==> src/rtl/sensor_hub_pkg.sv <==
// ~~~~~~~~~~~~~~~~~~~~~~~~~~~~~~~~~~~~~~~~~~~~~~~~~~~~~~~~~~~~~~~~~~~~
// Shared types and constants of the sensor hub
// Channel ids are 3 bits, so num_channels must stay at 8 or less
// A frame is sync, id, four data bytes MSB first, then the XOR checksum
// ~~~~~~~~~~~~~~~~~~~~~~~~~~~~~~~~~~~~~~~~~~~~~~~~~~~~~~~~~~~~~~~~~~~~
package sensor_hub_pkg;

	localparam int num_channels = 8;

	typedef logic [2:0] channel_id_t;

	// One transfer from the arbiter to the framer
	typedef struct packed
	{
		channel_id_t channel;
		logic [31:0] data;
	} sensor_sample_s;

	// Fixed sample word of each emulated sensor
	localparam logic [31:0] sensor_pattern [num_channels] = '{
		32'h41624364, // "AbCd"
		32'h00005B5D,
		32'h00006E49,
		32'h00003B29,
		32'h00002829,
		32'h00003725,
		32'h0000780A,
		32'h00007B6C
	};

	// ~~~~~~~~~~~~~~~~~~~~~~~~~~~~~~~~~~~~~~~~~~~~~~~~~~~~~~~~~~~~~~~~~~~~
	// Frame layout
	localparam logic [7:0] frame_sync = 8'hA5;
	localparam int frame_length = 7; // Bytes per frame, checksum included

endpackage

==> src/rtl/sensor_analog.sv <==
// ~~~~~~~~~~~~~~~~~~~~~~~~~~~~~~~~~~~~~~~~~~~~~~~~~~~~~~~~~~~~~~~~~~~~
// Emulated sensors with one shared interval timer
// sample_interval must be 2 or more; all channels tick together
// Pending flags are cleared by take; overrun bits clear only on reset
// ~~~~~~~~~~~~~~~~~~~~~~~~~~~~~~~~~~~~~~~~~~~~~~~~~~~~~~~~~~~~~~~~~~~~
`timescale 1ns/1ps

module sensor_analog
#(
	parameter logic [15:0] sample_interval = 16'd200
)
(
	input  logic                                          clock,
	input  logic                                          reset,
	input  logic [sensor_hub_pkg::num_channels-1:0]       channel_enable,
	input  logic [sensor_hub_pkg::num_channels-1:0]       take,
	output logic [sensor_hub_pkg::num_channels-1:0]       pending,
	output logic [sensor_hub_pkg::num_channels-1:0][31:0] data_words,
	output logic [sensor_hub_pkg::num_channels-1:0]       overrun
);
	import sensor_hub_pkg::*;

	typedef enum logic [1:0]
	{
		timer_restart,
		timer_counting,
		timer_tick
	} timer_state_t;

	timer_state_t timer_state;
	timer_state_t timer_next;
	logic [15:0]  timer;
	logic         tick;

	// ~~~~~~~~~~~~~~~~~~~~~~~~~~~~~~~~~~~~~~~~~~~~~~~~~~~~~~~~~~~~~~~~~~~~
	// Interval timer and tick FSM
	always_comb
	begin
		case (timer_state)
			timer_restart:  timer_next = timer_counting;
			timer_counting:
			begin
				if (timer == sample_interval - 16'd2)
					timer_next = timer_tick; // Timer reaches interval - 1 next cycle
				else
					timer_next = timer_counting;
			end
			timer_tick:     timer_next = timer_counting;
			default:        timer_next = timer_restart;
		endcase
	end

	always_ff @(posedge clock or posedge reset)
	begin
		if (reset)
		begin
			timer_state <= timer_restart;
			timer <= '0;
		end
		else
		begin
			timer_state <= timer_next;
			if (timer_state == timer_counting)
				timer <= timer + 16'd1;
			else
				timer <= '0; // Restart holds, tick wraps
		end
	end

	assign tick = (timer_state == timer_tick);

	// ~~~~~~~~~~~~~~~~~~~~~~~~~~~~~~~~~~~~~~~~~~~~~~~~~~~~~~~~~~~~~~~~~~~~
	// Per-channel sample word, pending flag and overrun bit
	for (genvar i = 0; i < num_channels; i++)
	begin : g_channel
		assign data_words[i] = sensor_pattern[i];

		always_ff @(posedge clock or posedge reset)
		begin
			if (reset)
			begin
				pending[i] <= 1'b0;
				overrun[i] <= 1'b0;
			end
			else
			begin
				if (tick && channel_enable[i])
					pending[i] <= 1'b1; // Tick wins over a take in the same cycle
				else if (take[i])
					pending[i] <= 1'b0;

				// Previous sample never taken, so it is lost
				if (tick && channel_enable[i] && pending[i] && !take[i])
					overrun[i] <= 1'b1;
			end
		end
	end

endmodule

==> src/rtl/stream_arbiter.sv <==
// ~~~~~~~~~~~~~~~~~~~~~~~~~~~~~~~~~~~~~~~~~~~~~~~~~~~~~~~~~~~~~~~~~~~~
// Round-robin pick among pending channels
// Search starts one above the last grant, channel 0 after reset
// One sample per four-phase cycle; take pulses once per grant
// ~~~~~~~~~~~~~~~~~~~~~~~~~~~~~~~~~~~~~~~~~~~~~~~~~~~~~~~~~~~~~~~~~~~~
`timescale 1ns/1ps

module stream_arbiter
(
	input  logic                                          clock,
	input  logic                                          reset,
	input  logic [sensor_hub_pkg::num_channels-1:0]       pending,
	input  logic [sensor_hub_pkg::num_channels-1:0][31:0] data_words,
	output logic [sensor_hub_pkg::num_channels-1:0]       take,
	output sensor_hub_pkg::sensor_sample_s                sample,
	output logic                                          sample_req,
	input  logic                                          sample_ack
);
	import sensor_hub_pkg::*;

	channel_id_t rr_ptr;      // First channel to look at
	channel_id_t search_id;
	channel_id_t grant_id;
	logic        grant_valid;
	logic        pick;

	// ~~~~~~~~~~~~~~~~~~~~~~~~~~~~~~~~~~~~~~~~~~~~~~~~~~~~~~~~~~~~~~~~~~~~
	// Search from rr_ptr upwards, wrapping at the top
	always_comb
	begin
		grant_valid = 1'b0;
		grant_id = rr_ptr;
		search_id = rr_ptr;
		for (int k = 0; k < num_channels; k++)
		begin
			search_id = rr_ptr + channel_id_t'(k);
			if (!grant_valid && pending[search_id])
			begin
				grant_valid = 1'b1;
				grant_id = search_id;
			end
		end
	end

	// Only start when both handshake lines are back at zero
	assign pick = grant_valid && !sample_req && !sample_ack;

	// ~~~~~~~~~~~~~~~~~~~~~~~~~~~~~~~~~~~~~~~~~~~~~~~~~~~~~~~~~~~~~~~~~~~~
	// Four-phase sender
	always_ff @(posedge clock or posedge reset)
	begin
		if (reset)
		begin
			rr_ptr <= '0;
			sample_req <= 1'b0;
			take <= '0;
		end
		else
		begin
			take <= '0; // Single-cycle pulse
			if (pick)
			begin
				sample_req <= 1'b1;
				take[grant_id] <= 1'b1;
				rr_ptr <= grant_id + 3'd1;
			end
			else if (sample_req && sample_ack)
			begin
				sample_req <= 1'b0; // Framer has latched the sample
			end
		end
	end

	// Sample held stable for the whole request phase
	always_ff @(posedge clock)
	begin
		if (pick)
		begin
			sample.channel <= grant_id;
			sample.data <= data_words[grant_id];
		end
	end

endmodule

==> src/rtl/packet_framer.sv <==
// ~~~~~~~~~~~~~~~~~~~~~~~~~~~~~~~~~~~~~~~~~~~~~~~~~~~~~~~~~~~~~~~~~~~~
// Sample to byte framer with four-phase ports on both sides
// Each byte needs a full req/ack cycle, so frame time follows the sink
// No new sample is taken until the last byte_ack has fallen
// ~~~~~~~~~~~~~~~~~~~~~~~~~~~~~~~~~~~~~~~~~~~~~~~~~~~~~~~~~~~~~~~~~~~~
`timescale 1ns/1ps

module packet_framer
(
	input  logic                           clock,
	input  logic                           reset,
	input  sensor_hub_pkg::sensor_sample_s sample,
	input  logic                           sample_req,
	output logic                           sample_ack,
	output logic [7:0]                     byte_data,
	output logic                           byte_req,
	input  logic                           byte_ack
);
	import sensor_hub_pkg::*;

	localparam logic [2:0] end_index = 3'(frame_length);      // Past the last byte
	localparam logic [2:0] checksum_index = 3'(frame_length - 1);

	sensor_sample_s frame_sample;
	logic           frame_busy;
	logic [2:0]     byte_index;   // Byte now held in byte_data
	logic [7:0]     checksum;
	logic [7:0]     next_byte;
	logic           accept;
	logic           byte_taken;
	logic           byte_gap;
	logic           byte_load;
	logic           frame_end;

	assign accept = !frame_busy && sample_req && !sample_ack;
	assign byte_taken = byte_req && byte_ack;
	assign byte_gap = frame_busy && !byte_req && !byte_ack; // Output back to idle
	assign byte_load = byte_gap && (byte_index != end_index);
	assign frame_end = byte_gap && (byte_index == end_index);

	// ~~~~~~~~~~~~~~~~~~~~~~~~~~~~~~~~~~~~~~~~~~~~~~~~~~~~~~~~~~~~~~~~~~~~
	// Byte selection by position in the frame
	always_comb
	begin
		case (byte_index)
			3'd0:    next_byte = frame_sync;
			3'd1:    next_byte = {5'b00000, frame_sample.channel};
			3'd2:    next_byte = frame_sample.data[31:24];
			3'd3:    next_byte = frame_sample.data[23:16];
			3'd4:    next_byte = frame_sample.data[15:8];
			3'd5:    next_byte = frame_sample.data[7:0];
			3'd6:    next_byte = checksum;
			default: next_byte = 8'h00;
		endcase
	end

	// ~~~~~~~~~~~~~~~~~~~~~~~~~~~~~~~~~~~~~~~~~~~~~~~~~~~~~~~~~~~~~~~~~~~~
	// Handshake control
	always_ff @(posedge clock or posedge reset)
	begin
		if (reset)
		begin
			sample_ack <= 1'b0;
			frame_busy <= 1'b0;
			byte_req <= 1'b0;
			byte_index <= '0;
		end
		else
		begin
			// Input side
			if (accept)
				sample_ack <= 1'b1;
			else if (sample_ack && !sample_req)
				sample_ack <= 1'b0;

			// Output side
			if (accept)
			begin
				frame_busy <= 1'b1;
				byte_req <= 1'b1; // Sync byte goes out at once
				byte_index <= '0;
			end
			else if (byte_taken)
			begin
				byte_req <= 1'b0;
				byte_index <= byte_index + 3'd1;
			end
			else if (byte_load)
			begin
				byte_req <= 1'b1;
			end
			else if (frame_end)
			begin
				frame_busy <= 1'b0;
			end
		end
	end

	// Payload: latched sample, output byte and running checksum
	always_ff @(posedge clock)
	begin
		if (accept)
		begin
			frame_sample <= sample;
			byte_data <= frame_sync;
			checksum <= 8'h00;
		end
		else if (byte_load)
		begin
			byte_data <= next_byte;
			if (byte_index != checksum_index)
				checksum <= checksum ^ next_byte; // Id and data bytes only
		end
	end

endmodule

==> src/rtl/sensor_hub_top.sv <==
// ~~~~~~~~~~~~~~~~~~~~~~~~~~~~~~~~~~~~~~~~~~~~~~~~~~~~~~~~~~~~~~~~~~~~
// Sensor hub: emulated sensors, round-robin arbiter and byte framer
// byte_req/byte_ack is a four-phase port; hold byte_ack to stall
// A long stall shows up as sticky overrun bits per channel
// ~~~~~~~~~~~~~~~~~~~~~~~~~~~~~~~~~~~~~~~~~~~~~~~~~~~~~~~~~~~~~~~~~~~~
`timescale 1ns/1ps

module sensor_hub_top
#(
	parameter logic [15:0] sample_interval = 16'd200 // Clock cycles per tick
)
(
	input  logic                                    clock,
	input  logic                                    reset,
	input  logic [sensor_hub_pkg::num_channels-1:0] channel_enable,
	output logic [7:0]                              byte_data,
	output logic                                    byte_req,
	input  logic                                    byte_ack,
	output logic [sensor_hub_pkg::num_channels-1:0] overrun
);
	import sensor_hub_pkg::*;

	logic [num_channels-1:0]       pending;
	logic [num_channels-1:0]       take;
	logic [num_channels-1:0][31:0] data_words;
	sensor_sample_s                sample;
	logic                          sample_req;
	logic                          sample_ack;

	sensor_analog #(
		.sample_interval(sample_interval)
	) u_analog (
		.clock         (clock),
		.reset         (reset),
		.channel_enable(channel_enable),
		.take          (take),
		.pending       (pending),
		.data_words    (data_words),
		.overrun       (overrun)
	);

	stream_arbiter u_arbiter (
		.clock     (clock),
		.reset     (reset),
		.pending   (pending),
		.data_words(data_words),
		.take      (take),
		.sample    (sample),
		.sample_req(sample_req),
		.sample_ack(sample_ack)
	);

	packet_framer u_framer (
		.clock     (clock),
		.reset     (reset),
		.sample    (sample),
		.sample_req(sample_req),
		.sample_ack(sample_ack),
		.byte_data (byte_data),
		.byte_req  (byte_req),
		.byte_ack  (byte_ack)
	);

endmodule

==> config.mk <==
export PLATFORM = sky130hd
export DESIGN_NAME = sensor_hub_top
export DESIGN_NICKNAME = d
export VERILOG_FILES = /design/src/rtl/sensor_hub_pkg.sv /design/src/rtl/sensor_analog.sv /design/src/rtl/stream_arbiter.sv /design/src/rtl/packet_framer.sv /design/src/rtl/sensor_hub_top.sv
export SDC_FILE = /design/constraint.sdc
export NUM_CORES = 1
export LEC_CHECK = 0
export BUFFER_PORTS_ARGS = -buffer_cell sky130_fd_sc_hd__buf_2
export CORE_MARGIN = 4
export CORE_UTILIZATION = 60
export DETAILED_ROUTE_END_ITERATION = 10
export MAX_ROUTING_LAYER = met4
export PLACE_DENSITY = 0.85
export SKIP_CTS_REPAIR_TIMING = 1
export SLEW_MARGIN = 10
export SYNTH_ARGS = -nofsm -noshare
export SYNTH_HDL_FRONTEND = slang
export SYNTH_SLANG_ARGS = --single-unit
==> constraint.sdc <==
create_clock -name clock -period 6.9 [get_ports clock]
set_input_delay 1.38 -clock clock [delete_from_list [all_inputs] [get_ports clock]]
set_output_delay 1.38 -clock clock [all_outputs]
set_load 0.02 [all_outputs]
==> results list, run 1 <==
- Result of the run: completed
- Post-CTS clock slew at the launch and capture registers of the worst setup and hold paths: 100 ps
- Core Box Area: 0.00834 mm2
- STA classifies the critical path startpoint as a register.
- Setup violations remaining at the end of the flow were counted as 0.
* DIE AREA: 0.0102 mm2
* Initial DRC Count: 224
* Initial antenna violation count: 0
- Non-filler cells in the finished layout: 604
* Vias after detailed routing: 3706
- Final hold viol count: 0
- Setup skew after layout: 15.7 ps
- Dividing the detail-routed wire length by the instance count gives 16.9 um.
- In the layout the commonest cells are sky130_fd_sc_hd__dfrtp_1 (52), sky130_fd_sc_hd__nor2_1 (48), sky130_fd_sc_hd__nand2_1 (41).
- The Yosys step of the flow raised 0 warnings.
* Post-synthesis async set-or-reset flop share: 0.510
- Aggregate routed wire length: 10.2 mm
- Post-synthesis register bit count: 102
- Gpl congestion: 0.895
- For the final routed database, the setup TNS stands at 0 ps.
- Counting along the longest clock path gives a buffer depth of 2.
* Effective utilization at floorplan: 0.625
* Slew @ Worst Pin: 1050 ps
- Dividing the synthesized area by the synthesized cell count gives 11.0 um2.
- Kind of capture point of the worst setup path: register
- Min cycle time layout: 5090 ps
- DR pass1 iterations: 5
- Nets in the synthesized netlist: 502
- Achievable clock frequency: 197 MHz
- The final layout contains 522 nets.
* Root buffer cell: sky130_fd_sc_hd__clkbuf_8
- The critical path goes through inv_1 -> ha_1 -> mux4_2 -> mux2i_1 -> nand3_1 -> or4b_1 -> o221ai_2 -> xnor2_1 -> clkinv_2 -> ha_1 -> mux2_2.
* Largest net degree at the start of global routing: 53
- Power density over the cells: 486 mW/mm2
* Static power due to leakage: 2.39 nW
- Die height: 101 um
* Slew HR: 0.296
* Synthesized netlist cell count: 474
* Flip-flop cell with the highest count after synthesis: sky130_fd_sc_hd__dfrtp_1
* CP max stage cell: sky130_fd_sc_hd__dfrtp_1
- Total cell area at the placement stage: 0.00542 mm2
* Final count of pins violating max slew: 0
* Residual overflow from global routing: 0
* Most common cell type on the critical path: sky130_fd_sc_hd__ha_1
* Unrepaired setup endpoints after global routing: no
- In this run, distinct cell masters in the synthesized netlist total 69.
- Area delta synth->final: 8.09%
- Of all cell types, the one taking the most synthesized area is sky130_fd_sc_hd__dfrtp_1.
* Max-cap violations: 0
- Combined area of all synthesized cells: 0.00521 mm2
- After detailed routing, the number of remaining DRC violations is 0.
- Dominant cells by area after synthesis: sky130_fd_sc_hd__dfrtp_1 (25%), sky130_fd_sc_hd__edfxtp_1 (20%), sky130_fd_sc_hd__dfxtp_1 (6.1%)
- The number of placed instances, taps included, is 588.
* Number of H-tree branching levels: 3
* Share of the synthesized area in the top cell type: 0.250
- TritonCTS built the clock tree.
- The first global-routing pass estimated 17.5 mm of wire.
- Critical path buffer and inverter count: 2
- Across the VDD grid, the largest voltage drop is 0.424 mV.
- For this design the top-level I/O count stands at 28.
- In the post-route analysis, the smallest setup slack over all paths is 1810 ps.
- Tightest Hold Check Type: register to register
* Number of diodes added for antenna fixing: 0
- Of the available clock period, the critical path in the final layout requires 0.737.
- Share of layout cells above drive strength 1: 0.152
* Global-route usage over all layers: 0.220
- Once detail routing completed, the nets flagged for antenna violations numbered 0.
- Of all nets on the critical path, the largest fanout is 14.
- Row Count: 33
* Most common library cell in the layout ignoring fill and taps: sky130_fd_sc_hd__dfrtp_1
* Number of CTS-inserted buffers: 9
- At the later pin of the worst-skew pair, clock insertion delay measures 360 ps.
- Vias in the first global route: 3663
- The kind of cell with the highest combined delay along the critical path is multiplexers.
* Average vias per placed instance: 6.14
- The clock drives 102 sinks.
- The share of the Yosys chip area taken by registers is 0.507.
* Worst setup path category: register to register
* Count of input and output buffers: 27
- Horiz. Die Dim: 101 um
- Critical path data arrival time: 5200 ps
- Highest cell delay on the worst timing path: 700 ps
* Pre-CTS worst setup slack: 1880 ps
- After routing the design area is 0.00564 mm2.
- The HPWL after detailed placement is 7.26 mm.
- At the worst endpoint, the required time is 7020 ps.
* Number of enable-type register cells in the synthesized netlist: 34
## synthesized netlist by cell type, types with 5 or more instances
cell                        n
sky130_fd_sc_hd__edfxtp_1  34
sky130_fd_sc_hd__xor2_1    14
sky130_fd_sc_hd__a22o_1     9
sky130_fd_sc_hd__clkbuf_1  14
sky130_fd_sc_hd__o21ai_0   15
sky130_fd_sc_hd__mux2i_1   13
sky130_fd_sc_hd__nand2b_1   7
sky130_fd_sc_hd__buf_2      5
sky130_fd_sc_hd__nor2_1    48
sky130_fd_sc_hd__ha_1      17
sky130_fd_sc_hd__nor3_1     7
sky130_fd_sc_hd__mux2_2     6
sky130_fd_sc_hd__nand2_1   41
sky130_fd_sc_hd__dfxtp_1   16
sky130_fd_sc_hd__nand3_1   11
sky130_fd_sc_hd__a21oi_1   25
sky130_fd_sc_hd__mux4_2    11
sky130_fd_sc_hd__or3_1      6
sky130_fd_sc_hd__a41o_1     5
sky130_fd_sc_hd__inv_1     28
sky130_fd_sc_hd__xnor2_1   11
sky130_fd_sc_hd__dfrtp_1   52
sky130_fd_sc_hd__and2_1     5
## cell type report
| cell class | count | area [um2] |
|---|---|---|
| sequential | 102 | 2640 |
| fill | 610 | 2710 |
| clock buffer | 9 | 124 |
| timing repair buffer | 28 | 143 |
| inverter | 30 | 114 |
| clock inverter | 7 | 96.3 |
| tap | 105 | 131 |
| multi-input combinational | 323 | 2380 |
## path summary, 6_finish.rpt
| check | start | end | slack [ps] | cells past startpoint |
|---|---|---|---|---|
| max | u_arbiter.rr_ptr[1]$_DFFE_PP0P_ | u_arbiter.sample[10]$_DFFE_PP_ | 1810 | 11 |
| min | u_arbiter.sample[0]$_DFFE_PP_ | u_framer.frame_sample[0]$_DFFE_PP_ | 420 | 0 |
| max reg2reg | u_arbiter.rr_ptr[1]$_DFFE_PP0P_ | u_arbiter.sample[10]$_DFFE_PP_ | 1810 | 11 |
| min reg2reg | u_arbiter.sample[0]$_DFFE_PP_ | u_framer.frame_sample[0]$_DFFE_PP_ | 420 | 0 |
| max in group asynchronous | reset | u_analog.overrun[4]$_DFFE_PP0P_ | 4970 | 2 |
| min in group asynchronous | reset | u_framer.byte_index[1]$_DFFE_PP0P_ | 1280 | 2 |
## cells by family after synthesis
logic type / synth area share
fa+ha+maj: 0.0408
buf+inv: 0.0367
flops: 0.507
mux: 0.0924
simple gates: 0.149
compound gates: 0.132
xor+xnor: 0.0420
## worst register-to-register path, cell delays in order, from the launching register on
cell,delay (ps)
sky130_fd_sc_hd__dfrtp_1,700
sky130_fd_sc_hd__inv_1,230
sky130_fd_sc_hd__ha_1,620
sky130_fd_sc_hd__mux4_2,590
sky130_fd_sc_hd__mux2i_1,340
sky130_fd_sc_hd__nand3_1,210
sky130_fd_sc_hd__or4b_1,610
sky130_fd_sc_hd__o221ai_2,240
sky130_fd_sc_hd__xnor2_1,390
sky130_fd_sc_hd__clkinv_2,380
sky130_fd_sc_hd__ha_1,300
sky130_fd_sc_hd__mux2_2,250
## stage by stage
stage	total power, mW	hold slack, ps	utilization
final	2.74	419	0.676
after global routing	2.94	437	0.676
after CTS	2.74	423	0.676
after detailed placement	2.33	405	0.649
after global placement	2.28	402	0.649
after floorplan	2.05	400	-
## power breakdown
group | total [mW] | internal [mW] | switching [mW] | leakage (nW)
sequential | 0.991 | 0.872 | 0.119 | 1.11
clock | 0.409 | 0.206 | 0.203 | 0.105
combinational | 1.34 | 0.535 | 0.800 | 1.18
## per-layer routing
metal | up-vias | global-route usage | routed length [um]
li1 | 1757 | - | -
met1 | 1807 | 0.284 | 4410
met2 | 117 | 0.360 | 5090
met3 | 25 | 0.0213 | 411
met4 | 0 | 0.0910 | 276
met5 | - | - | 0
## registers in the layout (all words and copies together) (netlist names), 2 cells and up
register / flops
u_analog.timer: 16
u_framer.frame_sample: 17
u_framer.checksum: 8
u_arbiter.rr_ptr: 3
u_analog.pending: 8
u_analog.overrun: 8
u_framer.byte_index: 3
u_analog.timer_state: 2
u_arbiter.take: 8
u_arbiter.sample: 17
u_framer.byte_data: 8
No activity file was read; power rests on OpenSTA's default activity.
==> inputs of run 2 (changes only) <==
--- a/config.mk
+++ b/config.mk
@@ -5,12 +5,13 @@
 export SDC_FILE = /design/constraint.sdc
 export NUM_CORES = 1
 export LEC_CHECK = 0
+export ABC_AREA = 1
 export BUFFER_PORTS_ARGS = -buffer_cell sky130_fd_sc_hd__buf_2
 export CORE_MARGIN = 4
 export CORE_UTILIZATION = 60
 export DETAILED_ROUTE_END_ITERATION = 10
 export MAX_ROUTING_LAYER = met4
-export PLACE_DENSITY = 0.85
+export PLACE_DENSITY = 0.86
 export SKIP_CTS_REPAIR_TIMING = 1
 export SLEW_MARGIN = 10
 export SYNTH_ARGS = -nofsm -noshare
==> constraint.sdc (replaced) <==
create_clock -name clock -period 4.7 [get_ports clock]
set_input_delay 0.94 -clock clock [delete_from_list [all_inputs] [get_ports clock]]
set_output_delay 0.94 -clock clock [all_outputs]
set_load 0.02 [all_outputs]
==> run 2 against run 1 <==
  * Wire length decreased by 5.2%
  * Clock skew about the same
  * First-iteration DRC count increased by 26%
  * Worst setup slack got worse by 560 ps
  * Design area decreased by 4.5%
  * Final cell count increased by 18%
  * Non-clock buffer count increased by 1
  * Worst hold slack improved by 8.4 ps
  * Via count increased by 3.1%
  * Synthesized area decreased by 4.6%
  * Die area decreased by 4.3%
  * Critical endpoint is now u_arbiter.sample[11]$_DFFE_PP_
  * Highest routed layer unchanged
==> results list, run 2 <==
- The run finished with clean final reports.
- Initial antenna violation count: 0 (unchanged)
* Multiplexer share of the synthesized area: 0 (-0.0924)
- The reported max-cap violation count is 0 (unchanged).
* Xor and xnor fraction of the mapped netlist area: 0.0151 (-0.0269)
- Count of yosys warnings during synthesis: 0 (unchanged)
- The footprint of the multi-input gates was 0.00197 mm2 (-18%).
* Unrepaired setup endpoints after global routing: no
- Root buffer cell: sky130_fd_sc_hd__clkbuf_8
- Cell class contributing the biggest share of worst-path delay: simple AND/OR/NAND/NOR gates
* Core Box Area: 0.00789 mm2 (-5.4%)
- The detailed-route via count came to 3821 (+3.1%).
- Slew HR: 0.303 (+0.00673)
- The first-iteration detailed-routing DRC count is 282 (+26%).
- The number of detailed-routing iterations run before antenna repair was 5 (unchanged).
* Area taken by flip-flops and latches: 0.00264 mm2 (unchanged)
* Worst setup path category: register to register
- Non-filler cells in the finished layout: 713 (+18%)
* Critical path buffer and inverter count: 6 (+4)
- Synth Area in Adders: 0.0428 (+0.00198)
- The source-to-sink clock delay at the later pin of the worst-skew pair came to 380 ps (+20 ps).
- The routability congestion estimate from global placement was 1.04 (+17%).
* Setup TNS Final: 0 ps (unchanged)
- Number of CTS-inserted buffers: 9 (unchanged)
* Final count of pins violating max slew: 0 (unchanged)
- The buffer levels on the longest clock path is 2 (unchanged).
* Largest net degree at the start of global routing: 53 (unchanged)
- CP max stage cell: sky130_fd_sc_hd__dfrtp_1
- The antenna cell count was 0 (unchanged).
* Kind of capture point of the worst setup path: register
- The worst path arrival time was 3580 ps (-1620 ps).
* Top cells by count, synth: sky130_fd_sc_hd__nand2_1 (139), sky130_fd_sc_hd__inv_1 (75), sky130_fd_sc_hd__dfrtp_1 (52)
* Wire length of the first global-routing pass: 16.7 mm (-4.9%)
- Data required time at the worst endpoint: 4830 ps (-2190 ps)
- The static leakage power is 2.54 nW (+5.9%).
- Flip-flop cell with the highest count after synthesis: sky130_fd_sc_hd__dfrtp_1
* Die height: 99.0 um (-2.2%)
* Post-synthesis async set-or-reset flop share: 0.510 (unchanged)
- Average vias per placed instance: 5.36 (-13%)
- Final hold viol count: 0 (unchanged)
- Achievable clock frequency: 290 MHz (+47%)
- The wire length per cell after detailed routing came to 13.5 um (-20%).
- The post-synthesis share of cell area spent on and, or, nand and nor gates came to 0.239 (+0.0903).
* Highest cell delay on the worst timing path: 610 ps (-90 ps)
* TritonCTS sink count: 102 (unchanged)
- The fraction of layout cells with a size suffix above 1 came to 0.121 (-0.0312).
- Leaving out fill and tap cells, the most frequent cell in the layout is sky130_fd_sc_hd__nand2_1.
* IO Count: 28 (unchanged)
- Proportion of synthesized chip area in sequential cells: 0.531 (+0.0246)
* Nets in the synthesized netlist: 604 (+20%)
* Setup skew after layout: 15.2 ps (-0.493 ps)
- The distinct cell type count of the synthesized netlist was 36 (-48%).
- Number of filler instances in the final layout: 634 (+3.9%)
- Critical Path, Cell by Cell: inv_2 -> ha_1 -> inv_1 -> nand3_1 -> nand2_1 -> nor2_1 -> a31oi_1 -> inv_1 -> nor2_2 -> nand2_2 -> nor2_4 -> inv_2 -> nand3_2 -> nand2_2 -> inv_2 -> ha_1 -> inv_1 -> nand2_1 -> o21ai_1
* Min cycle time layout: 3450 ps (-1640 ps)
* Instance count after placement with tap cells included: 697 (+19%)
- Biggest fanout along the worst timing path: 12 (-2)
- Period utilisation layout: 0.734 (-0.00310)
- Combined area of all synthesized cells: 0.00497 mm2 (-4.6%)
- Peak VDD IR: 0.428 mV (+1.1%)
- From synthesis to final layout, the design area changed by 8.25%.
- WHS: 428 ps (+8.42 ps)
- Number of nets still failing antenna checks after routing: 0 (unchanged)
* Dominant cells by area after synthesis: sky130_fd_sc_hd__dfrtp_1 (26%), sky130_fd_sc_hd__edfxtp_1 (21%), sky130_fd_sc_hd__nand2_1 (10%)
* Power density over the cells: 778 mW/mm2 (+60%)
* Count of input and output buffers: 27 (unchanged)
* Slew @ Worst Pin: 1040 ps (-10.1 ps)
* Vias in the first global route: 3708 (+1.2%)
- The net count of the finished layout is 634 (+21%).
- Top library cells by usage in the layout, fill and taps aside: sky130_fd_sc_hd__nand2_1 (139), sky130_fd_sc_hd__inv_1 (74), sky130_fd_sc_hd__dfrtp_1 (52)
* Total of endpoints with negative setup slack in the final report: 0 (unchanged)
- Tightest Hold Check Type: register to register
* End-of-flow core utilization: 0.682 (+0.00676)
* Share of the synthesized area in the top cell type: 0.262 (+0.0121)
* Most common cell in the netlist: sky130_fd_sc_hd__nand2_1
* Registers with the most flip-flops: u_arbiter.sample (17), u_framer.frame_sample (17), u_analog.timer (16)
- The estimated wirelength of the detail-placed design was 7.09 mm (-2.3%).
- The gate count of the mapped netlist was 576 (+22%).
- By area, the combinational part of the netlist is dominated by simple AND/OR/NAND/NOR gates.
- TritonCTS built the clock tree.
* Yosys top cell by area: sky130_fd_sc_hd__dfrtp_1
- The clock-pin slew of the registers on the worst-case setup and hold paths came to 120 ps (+20 ps).
- Nature of the critical path startpoint: register
- The synthesized area per cell came to 8.63 um2 (-22%).
- Global-route usage over all layers: 0.217 (-0.00373)
* Number of design rule violations left after detail routing: 0 (unchanged)
* Fraction of the mapped netlist area in compound gates: 0.0974 (-0.0348)
- DIE AREA: 0.00981 mm2 (-4.3%)
* Aggregate routed wire length: 9.65 mm (-5.2%)
- The number of register bits inferred by synthesis is 102 (unchanged).
- The number of flops mapped to enable cells by yosys is 34 (unchanged).
- The effective utilization at floorplan was 0.630 (+0.00528).
* Number of H-tree branching levels: 3 (unchanged)
- The cell row count came to 32 (-3.0%).
- Horiz. Die Dim: 99.0 um (-2.2%)
- The total overflow reported by the global router is 0 (unchanged).
## run 2: changes by cell type after synthesis, moves of 9 or more
cell | previous run | this run
sky130_fd_sc_hd__mux2i_1 | 13 | 0
sky130_fd_sc_hd__a22o_1 | 9 | 0
sky130_fd_sc_hd__o21ai_0 | 15 | 36
sky130_fd_sc_hd__nand3_1 | 11 | 45
sky130_fd_sc_hd__xnor2_1 | 11 | 0
sky130_fd_sc_hd__clkbuf_1 | 14 | 4
sky130_fd_sc_hd__nor3_1 | 7 | 16
sky130_fd_sc_hd__nand2_1 | 41 | 139
sky130_fd_sc_hd__inv_1 | 28 | 75
sky130_fd_sc_hd__xor2_1 | 14 | 3
sky130_fd_sc_hd__mux4_2 | 11 | 0
## run 2: final cells by class
cell class	instances	area share
clock buffers	9	0.0230
well taps	102	0.0237
repair buffers	29	0.0279
inverters	82	0.0572
flip-flops and latches	102	0.491
multi-input cells	382	0.365
clock inverters	7	0.0119
## run 2: path summary, 6_finish.rpt
path | from | endpoint | slack (ps) | cells past startpoint
setup / recovery | u_arbiter.rr_ptr[0]$_DFFE_PP0P_ | u_arbiter.sample[11]$_DFFE_PP_ | 1250 | 19
hold / removal | u_arbiter.sample[0]$_DFFE_PP_ | u_framer.frame_sample[0]$_DFFE_PP_ | 430 | 0
setup reg to reg | u_arbiter.rr_ptr[0]$_DFFE_PP0P_ | u_arbiter.sample[11]$_DFFE_PP_ | 1250 | 19
hold reg to reg | u_arbiter.sample[0]$_DFFE_PP_ | u_framer.frame_sample[0]$_DFFE_PP_ | 430 | 0
max in group asynchronous | reset | u_analog.timer[4]$_DFF_PP0_ | 3250 | 2
min in group asynchronous | reset | u_analog.overrun[2]$_DFFE_PP0P_ | 800 | 2
## run 2: metal layers
| metal | track usage | vias up | part of all wire |
|---|---|---|---|
| li1 | - | 1946 | - |
| met1 | 0.271 | 1761 | 0.45 |
| met2 | 0.355 | 99 | 0.49 |
| met3 | 0.0587 | 15 | 0.048 |
| met4 | 0.0483 | 0 | 0.015 |
| met5 | - | - | 0 |
## run 2: cell families (layout without fill, tap and decap cells)
kind of cell               count (synthesis)  after routing
AOI/OAI and AO/OA                         87             87
xor gates and xnor gates                   6              6
adders and majority gates                 17             17
buffers and inverters                     92            127
DFF                                      102            102
and+or+nand+nor                          272            272
## run 2: power by group
group	internal, mW	switching (mW)
Combinational	0.684	1.50
Sequential	1.31	0.157
Clock	0.206	0.331
Total	2.20	1.99
## run 2: through the flow
stage          area, um2  setup slack [ps]  total power, mW
2_1_floorplan       4970              1530             3.21
3_3_place_gp        5190              1420             3.57
3_5_place_dp        5190              1360             3.64
4_1_cts             5380              1310             4.19
5_1_grt             5380               966             4.59
6_report            5380              1250             4.19
==> inputs of run 3 (changes only) <==
--- a/config.mk
+++ b/config.mk
@@ -8,10 +8,10 @@
 export ABC_AREA = 1
 export BUFFER_PORTS_ARGS = -buffer_cell sky130_fd_sc_hd__buf_2
 export CORE_MARGIN = 4
-export CORE_UTILIZATION = 60
+export CORE_UTILIZATION = 55
 export DETAILED_ROUTE_END_ITERATION = 10
 export MAX_ROUTING_LAYER = met4
-export PLACE_DENSITY = 0.86
+export PLACE_DENSITY = 0.83
 export SKIP_CTS_REPAIR_TIMING = 1
 export SLEW_MARGIN = 10
 export SYNTH_ARGS = -nofsm -noshare
==> constraint.sdc (replaced) <==
create_clock -name clock -period 2.8 [get_ports clock]
set_input_delay 0.56 -clock clock [delete_from_list [all_inputs] [get_ports clock]]
set_output_delay 0.56 -clock clock [all_outputs]
set_load 0.02 [all_outputs]
==> run 3 against run 2 <==
  * The flow now finishes with violations (negative setup slack)
  * Final cell count is 5.3% higher
  * Worst setup slack worse by 1300 ps
  * Register-to-register slack worse by 1300 ps
  * Design area is 9.8% higher
  * Global-route usage is 0.65 points lower
==> results list, run 3 (synthesis results as in run 2) <==
- Result of the run: finished with violations
* Failing checks: negative setup slack
- Global-route usage over all layers: 0.210 (-0.00645)
- Setup repair after global routing could not meet its margin everywhere.
- Slew HR: 0.621 (+0.318)
- Biggest fanout along the worst timing path: 7 (-5)
- The wire length of the first global-routing pass is 17.1 mm (+2.4%).
- Leaving out fill and tap cells, the most frequent cell in the layout is sky130_fd_sc_hd__nand2_1.
- Slew @ Worst Pin: 568 ps (-476 ps)
- Cell class contributing the biggest share of worst-path delay: simple AND/OR/NAND/NOR gates
- Number of H-tree branching levels: 3 (unchanged)
- Clock latency on the worst-skew pair: 350 ps (-30 ps)
- The detailed-route via count came to 4090 (+7.0%).
- Total of endpoints with negative setup slack in the final report: 11 (+11)
- The horizontal extent of the die was 103 um (+4.1%).
* Largest net degree at the start of global routing: 28 (-47%)
* DR pass1 iterations: 5 (unchanged)
- The final antenna-violating net count is 0 (unchanged).
* TritonCTS sink count: 102 (unchanged)
- The clock tree skew after final layout is 12.0 ps (-3.13 ps).
- Tightest Hold Check Type: input port to async pin
* IO Count: 28 (unchanged)
- Max-cap violations: 0 (unchanged)
- Initial antenna violation count: 0 (unchanged)
- Period utilisation layout: 1.02 (+0.289)
- Count of input and output buffers: 27 (unchanged)
* Root buffer cell: sky130_fd_sc_hd__clkbuf_8
- The worst setup path is launched from a register.
- The total overflow reported by the global router is 0 (unchanged).
- Share of layout cells above drive strength 1: 0.215 (+0.0935)
- The effective utilization at floorplan is 0.567 (-0.0630).
- Number of design rule violations left after detail routing: 0 (unchanged)
- Setup TNS Final: -505 ps (-505 ps)
* Worst setup path category: register to register
* WHS: 250 ps (-178 ps)
- Vias in the first global route: 3832 (+3.3%)
* Initial DRC Count: 244 (-13%)
- The highest achievable clock rate is 349 MHz (+20%).
- STA classifies the critical path endpoint as a register.
- Post-CTS clock slew at the launch and capture registers of the worst setup and hold paths: 100 ps (-20 ps)
* Die height: 103 um (+4.1%)
* Critical path buffer and inverter count: 6 (unchanged)
- The top cell types in the final layout, fill and taps aside, are sky130_fd_sc_hd__nand2_1 (126), sky130_fd_sc_hd__inv_1 (71), sky130_fd_sc_hd__dfrtp_1 (52).
- Row Count: 34 (+6.3%)
* CTS tree: done
- Number of diodes added for antenna fixing: 0 (unchanged)
- Area delta synth->final: 18.9%
- The placeable core area was 0.00876 mm2 (+11%).
- DIE AREA: 0.0106 mm2 (+8.3%)
- In the final layout, the registers with the most flip-flops are u_arbiter.sample (17), u_framer.frame_sample (17), u_analog.timer (16).
* Final count of pins violating max slew: 0 (unchanged)
- The final wirelength is 10.7 mm (+11%).
- Longest Clk Path Bufs: 2 (unchanged)
- Final hold viol count: 0 (unchanged)
* Critical Path, Cell by Cell: buf_6 -> inv_4 -> ha_4 -> inv_6 -> nand3_4 -> nand2_2 -> nand2_2 -> nand2_2 -> nand3_2 -> nor2_2 -> nand2_2 -> nor2_2 -> nand2_2 -> nor2_4 -> inv_4 -> nand3_4 -> nand2_4 -> inv_4 -> ha_4 -> inv_2 -> nand2_2 -> o21ai_2
- Total half-perimeter wirelength after legalization and detailed placement: 7.57 mm (+6.8%)
- The worst setup slack after layout is -64.7 ps (-1320 ps).
- Among the stages of the critical path, the cell type that occurs most often is sky130_fd_sc_hd__nand2_2.
- The total CTS buffers came to 9 (unchanged).
- WL/cell: 14.3 um (+5.5%)
* Average vias per placed instance: 5.45 (+1.6%)
- The final critical delay including setup and external delays came to 2860 ps (-585 ps).
* Gpl congestion: 0.947 (-9.3%)
- The worst path arrival time is 2980 ps (-600 ps).
- The longest individual stage delay on the worst path is 400 ps (-210 ps).
* CP max stage cell: sky130_fd_sc_hd__dfrtp_1
- Nets@finish: 666 (+5.0%)
- The critical path required time was 2920 ps (-1910 ps).
[run 3: cell count changes in the layout (fill, tap and decap cells not counted), moves of 5 or more]
cell,change
sky130_fd_sc_hd__buf_4,+27
sky130_fd_sc_hd__nand2_1,-13
sky130_fd_sc_hd__nand2_2,+9
sky130_fd_sc_hd__ha_1,-6
sky130_fd_sc_hd__ha_4,+5
[run 3: area by class of cell]
class	instances	area, um2
Timing Repair Buffer	60	398
Clock inverter	4	51.3
Clock buffer	12	159
Inverter	82	328
Tap cell	108	135
Fill cell	662	2850
Multi-Input combinational cell	383	2200
Sequential cell	102	2640
[run 3: metal layers]
layer | GRT usage | vias to the layer above | wire, um
met5 | - | - | 0
met4 | 0.0657 | 0 | 165
met3 | 0.0359 | 20 | 538
met2 | 0.361 | 139 | 5650
met1 | 0.253 | 1922 | 4370
li1 | - | 2009 | -
[run 3: path summary, 6_finish.rpt]
path | startpoint | end | slack (ps) | cells after the start
max in group asynchronous | reset | u_arbiter.take[4]$_DFF_PP0_ | 1950 | 3
min in group clock | channel_enable[2] | u_analog.pending[2]$_DFFE_PP0P_ | 420 | 3
setup reg to reg | u_arbiter.rr_ptr[1]$_DFFE_PP0P_ | u_arbiter.sample[11]$_DFFE_PP_ | -60 | 22
hold / removal | reset | u_analog.timer[7]$_DFF_PP0_ | 250 | 2
setup / recovery | u_arbiter.rr_ptr[1]$_DFFE_PP0P_ | u_arbiter.sample[11]$_DFFE_PP_ | -60 | 22
hold reg to reg | u_arbiter.sample[1]$_SDFFCE_PP0P_ | u_framer.frame_sample[1]$_DFFE_PP_ | 420 | 0
[run 3: metrics by stage]
stage                     setup slack [ps]  instances  utilization  area [um2]
after global placement               -31.8        719        0.612        5360
after global routing                  -202        751        0.675        5910
after floorplan                       3.71        576            -        5020
after CTS                             -295        735        0.636        5570
after detailed placement              -252        719        0.612        5360
final                                -64.7        751        0.675        5910
Power of run 3 is left out: the tool's default activity adds up to more than one toggle a clock period on the data nets, which glitch-free logic cannot reach.
